<file path="src/source/id_params.svh">
// Instruction decode widths and instruction field positions

`ifndef ID_PARAMS_SVH
`define ID_PARAMS_SVH

// Data path, instruction and register file widths
`define ID_XLEN 32
`define ID_ILEN 32
`define ID_REG_AW 5

// Major opcode width
`define ID_OPC_W 7

// --------------------------------------------------
// Field positions in a 32-bit instruction
// --------------------------------------------------
`define ID_RD_LSB 7
`define ID_FUNCT3_LSB 12
`define ID_RS1_LSB 15
`define ID_RS2_LSB 20
`define ID_FUNCT7_LSB 25

`endif

</file>
<file path="src/source/id_stage_pkg.sv">
// Decode result types: functional unit and operation of an issue entry

`default_nettype none

package id_stage_pkg;

  typedef enum logic [2:0] {
    FU_NONE,
    FU_ALU,
    FU_BRANCH,
    FU_LOAD,
    FU_STORE,
    FU_CTRL
  } fu_e;

  typedef enum logic [4:0] {
    // Arithmetic and logic
    OP_ADD, OP_SUB, OP_AND, OP_OR, OP_XOR,
    OP_SLL, OP_SRL, OP_SRA, OP_SLT, OP_SLTU,
    // Upper immediates and jumps
    OP_LUI, OP_AUIPC, OP_JAL, OP_JALR,
    // Conditional branches
    OP_BEQ, OP_BNE, OP_BLT, OP_BGE, OP_BLTU, OP_BGEU,
    // Memory access
    OP_LW, OP_LH, OP_LB, OP_LHU, OP_LBU,
    OP_SW, OP_SH, OP_SB
  } op_e;

endpackage

`default_nettype wire

</file>
<file path="src/source/riscv_isa_pkg.sv">
// ISA encodings: RV32I major opcodes and compressed quadrant and funct3 cases

`default_nettype none

`include "id_params.svh"

package riscv_isa_pkg;

  // Major opcodes of the supported RV32I groups
  typedef enum logic [`ID_OPC_W-1:0] {
    OPC_LOAD   = 7'b0000011,
    OPC_OP_IMM = 7'b0010011,
    OPC_AUIPC  = 7'b0010111,
    OPC_STORE  = 7'b0100011,
    OPC_OP     = 7'b0110011,
    OPC_LUI    = 7'b0110111,
    OPC_BRANCH = 7'b1100011,
    OPC_JALR   = 7'b1100111,
    OPC_JAL    = 7'b1101111
  } opcode_e;

  // Low two bits of a fetched word, 2'b11 marks a full-width instruction
  typedef enum logic [1:0] {
    C_Q0   = 2'b00,
    C_Q1   = 2'b01,
    C_Q2   = 2'b10,
    C_FULL = 2'b11
  } c_quadrant_e;

  // --------------------------------------------------
  // Compressed funct3 cases, one enum per quadrant
  // --------------------------------------------------
  typedef enum logic [2:0] {
    C0_LW = 3'b010,
    C0_SW = 3'b110
  } c0_funct3_e;

  typedef enum logic [2:0] {
    C1_ADDI = 3'b000,
    C1_LI   = 3'b010,
    C1_LUI  = 3'b011,
    C1_J    = 3'b101,
    C1_BEQZ = 3'b110,
    C1_BNEZ = 3'b111
  } c1_funct3_e;

  // C.MV and C.ADD share this case and differ in bit 12
  typedef enum logic [2:0] {
    C2_MV_ADD = 3'b100
  } c2_funct3_e;

endpackage

`default_nettype wire
</file>
<file path="src/source/compressed_expander.sv">
// Compressed instruction expander for the supported RVC subset

`default_nettype none

`include "id_params.svh"

module compressed_expander (
  input  logic [`ID_ILEN-1:0] instr_i,
  output logic [`ID_ILEN-1:0] instr_o,
  output logic                is_compressed_o,
  output logic                illegal_o
);

  logic [4:0]  rd_full;
  logic [4:0]  rs2_full;
  logic [4:0]  rd_prime;
  logic [4:0]  rs1_prime;
  logic [11:0] imm_ci;
  logic [11:0] imm_mem;
  logic [20:0] imm_j;
  logic [12:0] imm_b;

  // Register fields, primed forms address x8..x15
  assign rd_full   = instr_i[11:7];
  assign rs2_full  = instr_i[6:2];
  assign rd_prime  = {2'b01, instr_i[4:2]};
  assign rs1_prime = {2'b01, instr_i[9:7]};

  // --------------------------------------------------
  // Immediates rebuilt from the scattered bits
  // --------------------------------------------------
  assign imm_ci  = {{6{instr_i[12]}}, instr_i[12], instr_i[6:2]};
  // Word offset, zero extended
  assign imm_mem = {5'b0, instr_i[5], instr_i[12:10], instr_i[6], 2'b00};
  assign imm_j   = {{9{instr_i[12]}}, instr_i[12], instr_i[8], instr_i[10:9], instr_i[6],
                    instr_i[7], instr_i[2], instr_i[11], instr_i[5:3], 1'b0};
  assign imm_b   = {{4{instr_i[12]}}, instr_i[12], instr_i[6:5], instr_i[2],
                    instr_i[11:10], instr_i[4:3], 1'b0};

  always_comb begin
    instr_o         = '0;
    is_compressed_o = 1'b1;
    illegal_o       = 1'b0;

    case (riscv_isa_pkg::c_quadrant_e'(instr_i[1:0]))
      riscv_isa_pkg::C_Q0: begin
        case (riscv_isa_pkg::c0_funct3_e'(instr_i[15:13]))
          riscv_isa_pkg::C0_LW: begin
            instr_o = {imm_mem, rs1_prime, 3'b010, rd_prime, riscv_isa_pkg::OPC_LOAD};
          end
          riscv_isa_pkg::C0_SW: begin
            instr_o = {imm_mem[11:5], rd_prime, rs1_prime, 3'b010, imm_mem[4:0],
                       riscv_isa_pkg::OPC_STORE};
          end
          default: illegal_o = 1'b1;
        endcase
      end

      riscv_isa_pkg::C_Q1: begin
        case (riscv_isa_pkg::c1_funct3_e'(instr_i[15:13]))
          riscv_isa_pkg::C1_ADDI: begin
            instr_o = {imm_ci, rd_full, 3'b000, rd_full, riscv_isa_pkg::OPC_OP_IMM};
          end
          riscv_isa_pkg::C1_LI: begin
            instr_o = {imm_ci, 5'd0, 3'b000, rd_full, riscv_isa_pkg::OPC_OP_IMM};
          end
          riscv_isa_pkg::C1_LUI: begin
            instr_o = {{15{instr_i[12]}}, instr_i[6:2], rd_full, riscv_isa_pkg::OPC_LUI};
            // rd of x2 is C.ADDI16SP, and a zero immediate is reserved
            if (rd_full == 5'd2 || imm_ci == '0) begin
              illegal_o = 1'b1;
            end
          end
          riscv_isa_pkg::C1_J: begin
            instr_o = {imm_j[20], imm_j[10:1], imm_j[11], imm_j[19:12], 5'd0,
                       riscv_isa_pkg::OPC_JAL};
          end
          riscv_isa_pkg::C1_BEQZ, riscv_isa_pkg::C1_BNEZ: begin
            // funct3 000 for BEQ, 001 for BNE
            instr_o = {imm_b[12], imm_b[10:5], 5'd0, rs1_prime, 2'b00, instr_i[13],
                       imm_b[4:1], imm_b[11], riscv_isa_pkg::OPC_BRANCH};
          end
          default: illegal_o = 1'b1;
        endcase
      end

      riscv_isa_pkg::C_Q2: begin
        // rs2 of zero selects the jump and break forms, not supported here
        if (riscv_isa_pkg::c2_funct3_e'(instr_i[15:13]) == riscv_isa_pkg::C2_MV_ADD &&
            rs2_full != 5'd0) begin
          if (instr_i[12]) begin
            instr_o = {7'b0, rs2_full, rd_full, 3'b000, rd_full, riscv_isa_pkg::OPC_OP};
          end else begin
            instr_o = {7'b0, rs2_full, 5'd0, 3'b000, rd_full, riscv_isa_pkg::OPC_OP};
          end
        end else begin
          illegal_o = 1'b1;
        end
      end

      default: begin
        instr_o         = instr_i;
        is_compressed_o = 1'b0;
      end
    endcase
  end

endmodule

`default_nettype wire

</file>
<file path="src/source/id_stage.sv">
// Instruction decode stage top level: expander, decoder and issue register

`default_nettype none

`include "id_params.svh"

module id_stage (
  input  logic                  clk_i,
  input  logic                  rst_ni,
  input  logic                  flush_i,
  input  logic                  fetch_valid_i,
  input  logic [`ID_ILEN-1:0]   fetch_instr_i,
  input  logic [`ID_XLEN-1:0]   fetch_pc_i,
  input  logic                  issue_ack_i,
  output logic                  fetch_ready_o,
  output logic                  issue_valid_o,
  output id_stage_pkg::fu_e     issue_fu_o,
  output id_stage_pkg::op_e     issue_op_o,
  output logic [`ID_REG_AW-1:0] issue_rd_o,
  output logic [`ID_REG_AW-1:0] issue_rs1_o,
  output logic [`ID_REG_AW-1:0] issue_rs2_o,
  output logic [`ID_XLEN-1:0]   issue_imm_o,
  output logic [`ID_XLEN-1:0]   issue_pc_o,
  output logic [`ID_ILEN-1:0]   issue_orig_instr_o,
  output logic                  issue_illegal_o,
  output logic                  issue_ctrl_flow_o,
  output logic                  issue_compressed_o
);

  logic [`ID_ILEN-1:0]   exp_instr;
  logic                  exp_compressed;
  logic                  exp_illegal;
  id_stage_pkg::fu_e     dec_fu;
  id_stage_pkg::op_e     dec_op;
  logic [`ID_REG_AW-1:0] dec_rd;
  logic [`ID_REG_AW-1:0] dec_rs1;
  logic [`ID_REG_AW-1:0] dec_rs2;
  logic [`ID_XLEN-1:0]   dec_imm;
  logic                  dec_illegal;
  logic                  dec_ctrl_flow;

  compressed_expander u_expander (
    .instr_i         (fetch_instr_i),
    .instr_o         (exp_instr),
    .is_compressed_o (exp_compressed),
    .illegal_o       (exp_illegal)
  );

  instr_decoder u_decoder (
    .instr_i        (exp_instr),
    .illegal_i      (exp_illegal),
    .fu_o           (dec_fu),
    .op_o           (dec_op),
    .rd_o           (dec_rd),
    .rs1_o          (dec_rs1),
    .rs2_o          (dec_rs2),
    .imm_o          (dec_imm),
    .illegal_o      (dec_illegal),
    .is_ctrl_flow_o (dec_ctrl_flow)
  );

  // The entry keeps the fetched word as it arrived
  issue_register u_issue_reg (
    .clk_i           (clk_i),
    .rst_ni          (rst_ni),
    .flush_i         (flush_i),
    .fetch_valid_i   (fetch_valid_i),
    .issue_ack_i     (issue_ack_i),
    .fu_i            (dec_fu),
    .op_i            (dec_op),
    .rd_i            (dec_rd),
    .rs1_i           (dec_rs1),
    .rs2_i           (dec_rs2),
    .imm_i           (dec_imm),
    .pc_i            (fetch_pc_i),
    .orig_instr_i    (fetch_instr_i),
    .illegal_i       (dec_illegal),
    .ctrl_flow_i     (dec_ctrl_flow),
    .is_compressed_i (exp_compressed),
    .fetch_ready_o   (fetch_ready_o),
    .issue_valid_o   (issue_valid_o),
    .fu_o            (issue_fu_o),
    .op_o            (issue_op_o),
    .rd_o            (issue_rd_o),
    .rs1_o           (issue_rs1_o),
    .rs2_o           (issue_rs2_o),
    .imm_o           (issue_imm_o),
    .pc_o            (issue_pc_o),
    .orig_instr_o    (issue_orig_instr_o),
    .illegal_o       (issue_illegal_o),
    .ctrl_flow_o     (issue_ctrl_flow_o),
    .is_compressed_o (issue_compressed_o)
  );

endmodule

`default_nettype wire

</file>
<file path="src/source/instr_decoder.sv">
// RV32I instruction decoder producing the fields of one issue entry

`default_nettype none

`include "id_params.svh"

module instr_decoder (
  input  logic [`ID_ILEN-1:0]   instr_i,
  input  logic                  illegal_i,
  output id_stage_pkg::fu_e     fu_o,
  output id_stage_pkg::op_e     op_o,
  output logic [`ID_REG_AW-1:0] rd_o,
  output logic [`ID_REG_AW-1:0] rs1_o,
  output logic [`ID_REG_AW-1:0] rs2_o,
  output logic [`ID_XLEN-1:0]   imm_o,
  output logic                  illegal_o,
  output logic                  is_ctrl_flow_o
);

  logic [2:0]        funct3;
  logic [6:0]        funct7;
  id_stage_pkg::fu_e fu;
  logic              bad_encoding;
  logic              use_rd;
  logic              use_rs1;
  logic              use_rs2;

  assign funct3 = instr_i[`ID_FUNCT3_LSB +: 3];
  assign funct7 = instr_i[`ID_FUNCT7_LSB +: 7];

  always_comb begin
    fu             = id_stage_pkg::FU_NONE;
    op_o           = id_stage_pkg::OP_ADD;
    imm_o          = '0;
    bad_encoding   = 1'b0;
    is_ctrl_flow_o = 1'b0;
    use_rd         = 1'b0;
    use_rs1        = 1'b0;
    use_rs2        = 1'b0;

    case (riscv_isa_pkg::opcode_e'(instr_i[`ID_OPC_W-1:0]))
      riscv_isa_pkg::OPC_LUI, riscv_isa_pkg::OPC_AUIPC: begin
        fu     = id_stage_pkg::FU_ALU;
        op_o   = instr_i[5] ? id_stage_pkg::OP_LUI : id_stage_pkg::OP_AUIPC;
        imm_o  = {instr_i[31:12], 12'b0};
        use_rd = 1'b1;
      end
      riscv_isa_pkg::OPC_JAL: begin
        fu             = id_stage_pkg::FU_CTRL;
        op_o           = id_stage_pkg::OP_JAL;
        imm_o          = {{12{instr_i[31]}}, instr_i[19:12], instr_i[20], instr_i[30:21], 1'b0};
        use_rd         = 1'b1;
        is_ctrl_flow_o = 1'b1;
      end
      riscv_isa_pkg::OPC_JALR: begin
        fu             = id_stage_pkg::FU_CTRL;
        op_o           = id_stage_pkg::OP_JALR;
        imm_o          = {{20{instr_i[31]}}, instr_i[31:20]};
        use_rd         = 1'b1;
        use_rs1        = 1'b1;
        is_ctrl_flow_o = 1'b1;
        bad_encoding   = (funct3 != 3'b000);
      end
      riscv_isa_pkg::OPC_BRANCH: begin
        fu             = id_stage_pkg::FU_BRANCH;
        imm_o          = {{20{instr_i[31]}}, instr_i[7], instr_i[30:25], instr_i[11:8], 1'b0};
        use_rs1        = 1'b1;
        use_rs2        = 1'b1;
        is_ctrl_flow_o = 1'b1;
        case (funct3)
          3'b000:  op_o = id_stage_pkg::OP_BEQ;
          3'b001:  op_o = id_stage_pkg::OP_BNE;
          3'b100:  op_o = id_stage_pkg::OP_BLT;
          3'b101:  op_o = id_stage_pkg::OP_BGE;
          3'b110:  op_o = id_stage_pkg::OP_BLTU;
          3'b111:  op_o = id_stage_pkg::OP_BGEU;
          default: bad_encoding = 1'b1;
        endcase
      end
      riscv_isa_pkg::OPC_LOAD: begin
        fu      = id_stage_pkg::FU_LOAD;
        imm_o   = {{20{instr_i[31]}}, instr_i[31:20]};
        use_rd  = 1'b1;
        use_rs1 = 1'b1;
        case (funct3)
          3'b000:  op_o = id_stage_pkg::OP_LB;
          3'b001:  op_o = id_stage_pkg::OP_LH;
          3'b010:  op_o = id_stage_pkg::OP_LW;
          3'b100:  op_o = id_stage_pkg::OP_LBU;
          3'b101:  op_o = id_stage_pkg::OP_LHU;
          default: bad_encoding = 1'b1;
        endcase
      end
      riscv_isa_pkg::OPC_STORE: begin
        fu      = id_stage_pkg::FU_STORE;
        imm_o   = {{20{instr_i[31]}}, instr_i[31:25], instr_i[11:7]};
        use_rs1 = 1'b1;
        use_rs2 = 1'b1;
        case (funct3)
          3'b000:  op_o = id_stage_pkg::OP_SB;
          3'b001:  op_o = id_stage_pkg::OP_SH;
          3'b010:  op_o = id_stage_pkg::OP_SW;
          default: bad_encoding = 1'b1;
        endcase
      end
      riscv_isa_pkg::OPC_OP_IMM: begin
        fu      = id_stage_pkg::FU_ALU;
        imm_o   = {{20{instr_i[31]}}, instr_i[31:20]};
        use_rd  = 1'b1;
        use_rs1 = 1'b1;
        case (funct3)
          3'b000: op_o = id_stage_pkg::OP_ADD;
          3'b010: op_o = id_stage_pkg::OP_SLT;
          3'b011: op_o = id_stage_pkg::OP_SLTU;
          3'b100: op_o = id_stage_pkg::OP_XOR;
          3'b110: op_o = id_stage_pkg::OP_OR;
          3'b111: op_o = id_stage_pkg::OP_AND;
          3'b001: begin
            op_o         = id_stage_pkg::OP_SLL;
            bad_encoding = (funct7 != 7'h00);
          end
          default: begin
            // Shift right, bit 30 picks arithmetic
            op_o         = instr_i[30] ? id_stage_pkg::OP_SRA : id_stage_pkg::OP_SRL;
            bad_encoding = (funct7 != 7'h00 && funct7 != 7'h20);
          end
        endcase
      end
      riscv_isa_pkg::OPC_OP: begin
        fu      = id_stage_pkg::FU_ALU;
        use_rd  = 1'b1;
        use_rs1 = 1'b1;
        use_rs2 = 1'b1;
        case ({funct7, funct3})
          {7'h00, 3'b000}: op_o = id_stage_pkg::OP_ADD;
          {7'h20, 3'b000}: op_o = id_stage_pkg::OP_SUB;
          {7'h00, 3'b001}: op_o = id_stage_pkg::OP_SLL;
          {7'h00, 3'b010}: op_o = id_stage_pkg::OP_SLT;
          {7'h00, 3'b011}: op_o = id_stage_pkg::OP_SLTU;
          {7'h00, 3'b100}: op_o = id_stage_pkg::OP_XOR;
          {7'h00, 3'b101}: op_o = id_stage_pkg::OP_SRL;
          {7'h20, 3'b101}: op_o = id_stage_pkg::OP_SRA;
          {7'h00, 3'b110}: op_o = id_stage_pkg::OP_OR;
          {7'h00, 3'b111}: op_o = id_stage_pkg::OP_AND;
          default:         bad_encoding = 1'b1;
        endcase
      end
      default: bad_encoding = 1'b1;
    endcase
  end

  // Unused register fields read as x0
  assign rd_o  = use_rd  ? instr_i[`ID_RD_LSB  +: `ID_REG_AW] : '0;
  assign rs1_o = use_rs1 ? instr_i[`ID_RS1_LSB +: `ID_REG_AW] : '0;
  assign rs2_o = use_rs2 ? instr_i[`ID_RS2_LSB +: `ID_REG_AW] : '0;

  assign illegal_o = illegal_i | bad_encoding;
  assign fu_o      = illegal_o ? id_stage_pkg::FU_NONE : fu;

endmodule

`default_nettype wire

</file>
<file path="src/source/issue_register.sv">
// Decode to issue pipeline register with fetch ready, ack and flush

`default_nettype none

`include "id_params.svh"

module issue_register (
  input  logic                  clk_i,
  input  logic                  rst_ni,
  input  logic                  flush_i,
  input  logic                  fetch_valid_i,
  input  logic                  issue_ack_i,
  input  id_stage_pkg::fu_e     fu_i,
  input  id_stage_pkg::op_e     op_i,
  input  logic [`ID_REG_AW-1:0] rd_i,
  input  logic [`ID_REG_AW-1:0] rs1_i,
  input  logic [`ID_REG_AW-1:0] rs2_i,
  input  logic [`ID_XLEN-1:0]   imm_i,
  input  logic [`ID_XLEN-1:0]   pc_i,
  input  logic [`ID_ILEN-1:0]   orig_instr_i,
  input  logic                  illegal_i,
  input  logic                  ctrl_flow_i,
  input  logic                  is_compressed_i,
  output logic                  fetch_ready_o,
  output logic                  issue_valid_o,
  output id_stage_pkg::fu_e     fu_o,
  output id_stage_pkg::op_e     op_o,
  output logic [`ID_REG_AW-1:0] rd_o,
  output logic [`ID_REG_AW-1:0] rs1_o,
  output logic [`ID_REG_AW-1:0] rs2_o,
  output logic [`ID_XLEN-1:0]   imm_o,
  output logic [`ID_XLEN-1:0]   pc_o,
  output logic [`ID_ILEN-1:0]   orig_instr_o,
  output logic                  illegal_o,
  output logic                  ctrl_flow_o,
  output logic                  is_compressed_o
);

  logic accept;

  // Space exists when empty or when the held entry leaves this cycle
  assign fetch_ready_o = fetch_valid_i & (~issue_valid_o | issue_ack_i);
  assign accept        = fetch_valid_i & fetch_ready_o;

  // --------------------------------------------------
  // Valid bit, flush wins over a new entry
  // --------------------------------------------------
  always_ff @(posedge clk_i or negedge rst_ni) begin
    if (!rst_ni) begin
      issue_valid_o <= 1'b0;
    end else if (flush_i) begin
      issue_valid_o <= 1'b0;
    end else if (accept) begin
      issue_valid_o <= 1'b1;
    end else if (issue_ack_i) begin
      issue_valid_o <= 1'b0;
    end
  end

  // Entry payload
  always_ff @(posedge clk_i) begin
    if (accept) begin
      fu_o            <= fu_i;
      op_o            <= op_i;
      rd_o            <= rd_i;
      rs1_o           <= rs1_i;
      rs2_o           <= rs2_i;
      imm_o           <= imm_i;
      pc_o            <= pc_i;
      orig_instr_o    <= orig_instr_i;
      illegal_o       <= illegal_i;
      ctrl_flow_o     <= ctrl_flow_i;
      is_compressed_o <= is_compressed_i;
    end
  end

endmodule

`default_nettype wire

</file>
<file path="config.mk">
export PLATFORM = sky130hd
export DESIGN_NAME = id_stage
export DESIGN_NICKNAME = d
export VERILOG_FILES = /design/src/source/id_stage_pkg.sv /design/src/source/riscv_isa_pkg.sv /design/src/source/compressed_expander.sv /design/src/source/id_stage.sv /design/src/source/instr_decoder.sv /design/src/source/issue_register.sv
export VERILOG_INCLUDE_DIRS = /design/src /design/src/source
export SDC_FILE = /design/constraint.sdc
export NUM_CORES = 1
export LEC_CHECK = 0
export ABC_AREA = 1
export BUFFER_PORTS_ARGS = -buffer_cell sky130_fd_sc_hd__buf_2
export CAP_MARGIN = 20
export CORE_ASPECT_RATIO = 1.25
export CORE_MARGIN = 2
export CORE_UTILIZATION = 46
export CTS_CLUSTER_SIZE = 10
export DETAILED_ROUTE_END_ITERATION = 12
export PLACE_DENSITY_LB_ADDON = 0.12
export SYNTH_ARGS = -nofsm -noshare
export SYNTH_HDL_FRONTEND = slang
export SYNTH_SLANG_ARGS = --single-unit
</file>
<file path="constraint.sdc">
create_clock -name clk_i -period 7.1 [get_ports clk_i]
set_input_delay 0.355 -clock clk_i [delete_from_list [all_inputs] [get_ports clk_i]]
set_output_delay 0.355 -clock clk_i [all_outputs]
set_load 0.005 [all_outputs]
</file>
==> results of run 1 <==
power groups by stage:
stage / logic (W) / clock network [W] / registers [W]
after CTS: 0.000245 / 0.000909 / 0.000869
after global placement: 0.000244 / 0 / 0.000883
after global routing: 0.000270 / 0.000948 / 0.000872
final: 0.000246 / 0.000896 / 0.000868
after detailed placement: 0.000244 / 0 / 0.000883
after floorplan: 0.000117 / 0 / 0.000898
routing by layer:
layer  GRT usage  vias up  part of all wire
met5           0        -                 0
met4     0.09882        0             0.025
met3     0.06893       34             0.088
met2      0.4629      306              0.50
met1      0.3293     2414              0.38
li1            -     2437                 -
worst max-delay path, cell delays in order:
cell,delay [ns]
buf_2,0.15
nand2_1,0.58
inv_2,0.32
nor2_1,0.28
nand3_1,0.15
nand3_2,0.15
nor2_2,0.08
nor2_4,0.20
nand2_2,0.13
nand2_1,0.33
o21ai_0,0.20
sequential cells by signal, summed over array words and instances (netlist names), 3 cells and up:
name and count:
u_issue_reg.imm_o 32, u_issue_reg.rs2_o 5, u_issue_reg.pc_o 32, u_issue_reg.rd_o 5
u_issue_reg.fu_o 3, u_issue_reg.op_o 5, u_issue_reg.orig_instr_o 32, u_issue_reg.rs1_o 5
final cells by class:
class                      instances  area [µm²]
clock buffer                      17       425.4
clock inverter                    15       187.7
fill                            1113        4946
inverter                          77       289.0
multi-input combinational        373        1814
sequential                       123        3689
tap                              168       210.2
timing repair buffer             195       985.9
cells in the final DEF (no fill, tap or decap), drive strengths merged, types with 3 or more instances in the layout:
| master | n |
|---|---|
| nor3 | 5 |
| a31oi | 3 |
| clkbuf | 17 |
| edfxtp | 122 |
| nand2 | 133 |
| nand3 | 34 |
| o22ai | 7 |
| o21ai | 50 |
| nand4 | 8 |
| inv | 82 |
| a21oi | 21 |
| bufinv | 3 |
| a22oi | 3 |
| o211ai | 9 |
| clkinv | 5 |
| nor2 | 84 |
| buf | 194 |
timing repair:
| item | in CTS | in global routing |
|---|---|---|
| setup endpoints to repair | 0 | 0 |
| hold buffers | 1 | 0 |
| hold endpoints to repair | 1 | 0 |
through the flow:
| stage | worst slack [ns] | utilization | area (µm²) | total power (W) |
|---|---|---|---|---|
| 6_report | 4.293 | 0.6058 | 7601 | 0.002010 |
| 5_1_grt | 4.027 | 0.6058 | 7601 | 0.002090 |
| 4_1_cts | 4.292 | 0.6058 | 7601 | 0.002023 |
| 3_5_place_dp | 3.860 | 0.5561 | 6978 | 0.001127 |
| 3_3_place_gp | 3.967 | 0.5561 | 6978 | 0.001127 |
| 2_1_floorplan | 0.07534 | - | 5833 | 0.001015 |
final timing paths:
path                                                  startpoint                               endpoint  slack, ns  depth (start not counted)
min reg2reg                u_issue_reg.issue_valid_o$_DFFE_PN0P_  u_issue_reg.issue_valid_o$_DFFE_PN0P_       0.62                          2
min in group asynchronous                                 rst_ni  u_issue_reg.issue_valid_o$_DFFE_PN0P_       0.26                          2
max                                             fetch_instr_i[0]        u_issue_reg.imm_o[21]$_DFFE_PP_       4.29                         11
min                                                      flush_i  u_issue_reg.issue_valid_o$_DFFE_PN0P_       0.09                          2
max reg2reg                u_issue_reg.issue_valid_o$_DFFE_PN0P_      u_issue_reg.fu_o[2]$_SDFFCE_PP0P_       4.75                          3
max in group asynchronous                                 rst_ni  u_issue_reg.issue_valid_o$_DFFE_PN0P_       6.75                          2
synth_stat cells (9+ instances only):
master and number:
nand2_1 125, o21ai_1 14, inv_2 14, o21ai_0 34, inv_1 63, nor2_1 75
a21oi_1 21, nand3_1 32, o211ai_1 9, edfxtp_1 122
logic make-up (layout without fill, tap and decap cells):
| kind of cell | Yosys count | in the layout |
|---|---|---|
| flops | 123 | 123 |
| compound gates | 105 | 105 |
| simple gates | 268 | 268 |
| buf+inv | 87 | 304 |
==> summary.md, run 1 <==
| Metric | Value |
|---|---|
| Post-DP HPWL | 13.84 mm |
| Crit-path max FO | 21 |
| Average wire per standard cell | 18.83 µm |
| Number of global-route vias before repair | 4962 |
| Sw frac | 0.2565 |
| RSZ-0062 raised after global routing | no |
| Mean area per synthesized cell | 10.01 µm² |
| Crit end category | flip-flop |
| #FFs+latches synth | 123 |
| Final worst-path cycle share | 0.3954 |
| Post-synthesis mux area share | 0 |
| Initial antenna violation count | 0 |
| Post-Synth XOR/XNOR Area | 0 |
| Layout Cells excl Fill | 968 |
| Comb pwr share | 0.123 |
| Int Pwr | 0.001495 W |
| Final setup violation count | 0 |
| Io pins | 193 |
| Post-CTS setup buffers | 0 |
| Synth area leader | edfxtp_1 |
| Synthesized-area fraction occupied by adder cells | 0 |
| Minimum clock period | 2.807 ns |
| Post-Syn Nets | 652 |
| PortBufs | 192 |
| Vias/cell | 5.363 |
| Max IR drop VDD | 0.1478 mV |
| # DRC | 0 |
| Die area | 0.01360 mm² |
| Via Count | 5191 |
| Die Y-Extent | 129.9 µm |
| Area share of and/or/nand/nor cells after synthesis | 0.2036 |
| Reg power frac | 0.432 |
| Tot GR Track Use | 0.2689 |
| Most common flop cell mapped by yosys | edfxtp_1 |
| Slew @ Worst Pin | 1.070 ns |
| Pwr Density | 264.5 mW/mm² |
| Pre-antenna DRT Iters | 5 |
| Largest family of logic cells by synthesized area | simple AND/OR/NAND/NOR gates |
| DP Cell Count | 935 |
| Leakage dissipation | 3.476 nW |
| CTS buffer count | 17 |
| Clk_skew | 0.01017 ns |
| Grt ovf | 0 |
| Mapped Area | 0.005833 mm² |
| Clk root buf | clkbuf_16 |
| FFs w/ async S/R, synth | 0.008130 |
| Initial Util | 0.4649 |
| Slew headroom | 0.2867 |
| Setup CP Type | primary input to flip-flop |
| F_max | 356.2 MHz |
| Clock power frac | 0.446 |
| # Max-Cap Violations | 0 |
| FP Rows | 46 |
| Routed WL | 18.23 mm |
| Starting DRT DRC Count | 488 |
| Synth Instances | 583 |
| DRT antenna net count | 0 |
| Worst setup SP type | primary input |
| Worst Path Arrival | 2.92 ns |
| Worst hold slack | 0.08994 ns |
| Die span in x | 104.7 µm |
| H-tree level count | 4 |
| Synth cell types | 40 |
| Routability Congestion | 0.9486 |
| Synth top area cells | edfxtp_1 (63%), nand2_1 (8.0%), nor2_1 (4.8%) |
| N_diodes | 0 |
| P_sw | 0.0005156 W |
| Post-synthesis sequential area ratio | 0.6323 |
| Layout cells sized above 1 | 0.3338 |
| Max Transition Viols Final | 0 |
| Final net count | 856 |
| Cts repair resizes | 0 |
| Clock Sinks | 123 |
| CTS tree | yes |
| Hold Path Class | primary input to flip-flop |
| Global-route wire length before repair | 27.51 mm |
| Synth top area share | 0.6281 |
| CORE AREA | 0.01255 mm² |
| Clk buf depth | 2 |
| Run status | completed |
| Synthesis-to-layout area growth | 30.31% |
| Post-synth EDFFs | 122 |
| Clock Latency Late Sink | 0.41 ns |
| Fin Setup TNS | 0 ns |
| Clk slew on worst S/H paths | 0.06 ns |
| Synth Area in Compound Gates | 0.1055 |
| Synth warnings | 0 |
| Largest net degree at the start of global routing | 89 |
| WP data required | 7.22 ns |
| Fin. Hold Viols | 0 |
No activity file was read; power rests on OpenSTA's default activity.
==> run 2, diff against run 1 <==
- CORE_UTILIZATION: 46 -> 51
- clock period: 7.1 -> 2.7 ns (I/O delays scaled with it)
==> run 2 against run 1 <==
Wire length is 17% higher; total power rose to 2.6 times the previous value; design area grew 7.7%; flip-flop and latch count unchanged; highest routed layer unchanged; worst hold slack got worse by 0.079 ns; register-to-register slack got worse by 3.6 ns; worst setup slack lost 4.0 ns; clock skew rose by 0.0035 ns; core utilization increased by 13 points.
==> summary.md, run 2 (same netlist as run 1, synthesis figures left out) <==
| Metric | Value |
|---|---|
| Grt ovf | 0 (unchanged) |
| Initial antenna violation count | 0 (unchanged) |
| Fin. Hold Viols | 0 (unchanged) |
| Die area | 0.01231 mm² (-9.5%) |
| PortBufs | 192 (unchanged) |
| Layout cells sized above 1 | 0.3268 (-0.006938) |
| Clk slew on worst S/H paths | 0.07 ns (about the same) |
| CTS buffer count | 17 (unchanged) |
| Routability Congestion | 0.9823 (+3.6%) |
| Worst Path Arrival | 2.59 ns (-0.33 ns) |
| Run status | completed |
| Clk_skew | 0.01372 ns (+0.003548 ns) |
| Clk buf depth | 2 (unchanged) |
| RSZ-0062 raised after global routing | no |
| Post-CTS setup buffers | 0 (unchanged) |
| # Max-Cap Violations | 0 (unchanged) |
| Leakage dissipation | 3.749 nW (+7.9%) |
| Critical path's most frequent cell | nand2_1 |
| Io pins | 193 (unchanged) |
| Cells along the critical path | dlygate4sd3_1, buf_2, inv_1, nand3_1, nand3_2, nand2_1, nand2_1, nand4_2, nor2_1, nor2_1, nand2_1, o21ai_2, o21ai_0 |
| WHS Endpoint | u_issue_reg.orig_instr_o[1]$_DFFE_PP_ |
| Slew @ Worst Pin | 0.7015 ns (-0.3684 ns) |
| R2R Setup Slk | 1.16 ns (-3.59 ns) |
| Synthesis-to-layout area growth | 40.33% |
| F_max | 407.4 MHz |
| Final Util | 0.7350 (+0.1292) |
| Clock Sinks | 123 (unchanged) |
| Setup CP Type | primary input to flip-flop |
| Minimum clock period | 2.455 ns |
| Crit-path max FO | 8 (-62%) |
| N_diodes | 0 (unchanged) |
| Clk root buf | clkbuf_16 |
| Total power | 0.005275 W (+160%) |
| Die span in x | 99.66 µm (-4.8%) |
| Reg2reg end | u_issue_reg.orig_instr_o[10]$_DFFE_PP_ |
| Initial Util | 0.5238 (+0.05886) |
| Commonest non-fill, non-tap cell in the layout | buf_2 |
| Worst hold start | fetch_instr_i[1] |
| Final setup violation count | 0 (unchanged) |
| Via Count | 5794 (+12%) |
| Most frequent cells in the layout | buf_2 (192), nand2_1 (124), edfxtp_1 (122), nor2_1 (75), inv_1 (63) |
| PnR worst setup slack | 0.2453 ns (-4.048 ns) |
| CP max stage cell | dlygate4sd3_1 |
| Final net count | 925 (+8.1%) |
| WP data required | 2.83 ns (-4.39 ns) |
| Die Y-Extent | 123.6 µm (-4.9%) |
| Vias/cell | 5.771 (+7.6%) |
| Starting DRT DRC Count | 873 (+79%) |
| CORE AREA | 0.01114 mm² (-11%) |
| Fin Setup TNS | 0 ns (unchanged) |
| Dpl ws | 0.04446 ns (-3.815 ns) |
| H-tree level count | 4 (unchanged) |
| # DRC | 0 (unchanged) |
| Pwr Density | 644.5 mW/mm² (+140%) |
| CTS tree | yes |
| R2r startpoint | u_issue_reg.issue_valid_o$_DFFE_PN0P_ |
| Number of global-route vias before repair | 5709 (+15%) |
| Slew headroom | 0.5274 (+0.2406) |
| FP Rows | 43 (-6.5%) |
| Max Transition Viols Final | 0 (unchanged) |
| Routed WL | 21.28 mm (+17%) |
| Post-DP HPWL | 13.80 mm (-0.35%) |
| Crit end category | flip-flop |
| Biggest regs | u_issue_reg.imm_o (32), u_issue_reg.orig_instr_o (32), u_issue_reg.pc_o (32) |
| Largest net degree at the start of global routing | 105 (+18%) |
| Hold Path Class | primary input to flip-flop |
| Average wire per standard cell | 21.19 µm (+13%) |
| Final worst-path cycle share | 0.9092 |
| WHS Path Cells | 1 (-1) |
| Filler cell count | 714 (-36%) |
| Worst setup SP type | primary input |
| Worst reg2reg path depth | 2 (-1) |
| Tot GR Track Use | 0.3409 (+0.07199) |
| DRT antenna net count | 0 (unchanged) |
| Clock Latency Late Sink | 0.42 ns (about the same) |
| Max IR drop VDD | 0.4088 mV (+180%) |
| Global-route wire length before repair | 31.06 mm (+13%) |
| Worst path max stage delay | 0.52 ns (-0.06 ns) |
| Pre-antenna DRT Iters | 6 (+1) |
==> run 2: power breakdown <==
group | switching (W) | internal [W] | total (W) | leakage [nW]
logic | 0.000479 | 0.000283 | 0.000762 | 2.27
clock network | 0.000937 | 0.00129 | 0.00222 | 0.270
registers | 0.0000405 | 0.00225 | 0.00229 | 1.21
==> run 2: area by class of cell <==
type | count | area [µm²] | area share
Timing Repair Buffer | 264 | 1649 | 0.2015
Sequential cell | 123 | 3689 | 0.4506
Tap cell | 135 | 168.9 | 0.02064
Clock buffer | 18 | 429.2 | 0.05243
Multi-Input combinational cell | 373 | 1822 | 0.2226
Clock inverter | 14 | 138.9 | 0.01697
Inverter | 77 | 289.0 | 0.03531
==> run 2: timing repair <==
item,in CTS,in global routing
gates resized for setup,0,2
endpoints found under the setup margin,0,26
hold buffers,53,1
endpoints found under the hold margin,53,1
==> run 2: worst max-delay path, delay by kind of cell <==
kind / cells / cell delay [ns]
buf+inv: 3 / 0.79
compound gates: 2 / 0.52
simple gates: 8 / 1.13
==> run 2: worst max path at each step <==
stage	from	end
3_3_place_gp	fetch_instr_i[14]	u_issue_reg.rd_o[2]$_SDFFCE_PN0P_
4_1_cts	fetch_instr_i[5]	u_issue_reg.imm_o[27]$_DFFE_PP_
6_report	fetch_instr_i[5]	u_issue_reg.imm_o[17]$_DFFE_PP_
2_1_floorplan	u_issue_reg.issue_valid_o$_DFFE_PN0P_	u_issue_reg.ctrl_flow_o$_DFFE_PP_
5_1_grt	fetch_instr_i[5]	u_issue_reg.rd_o[2]$_SDFFCE_PN0P_
3_5_place_dp	fetch_instr_i[14]	u_issue_reg.imm_o[27]$_DFFE_PP_
==> run 2: stage by stage <==
stage	hold slack, ns	cell area [µm²]	instances
final	0.01084	8185	1004
after global routing	0.01299	8185	1004
after CTS	0.003151	8168	1003
after detailed placement	-0.08538	7069	918
after global placement	-0.08984	7069	918
after floorplan	-0.1606	5844	583
==> run 2: metal layers <==
layer  global-route usage  wire (µm)
met2               0.5950      10590
met3              0.06173       2166
met1               0.4090       7585
met4               0.1652        935
met5                    0          0
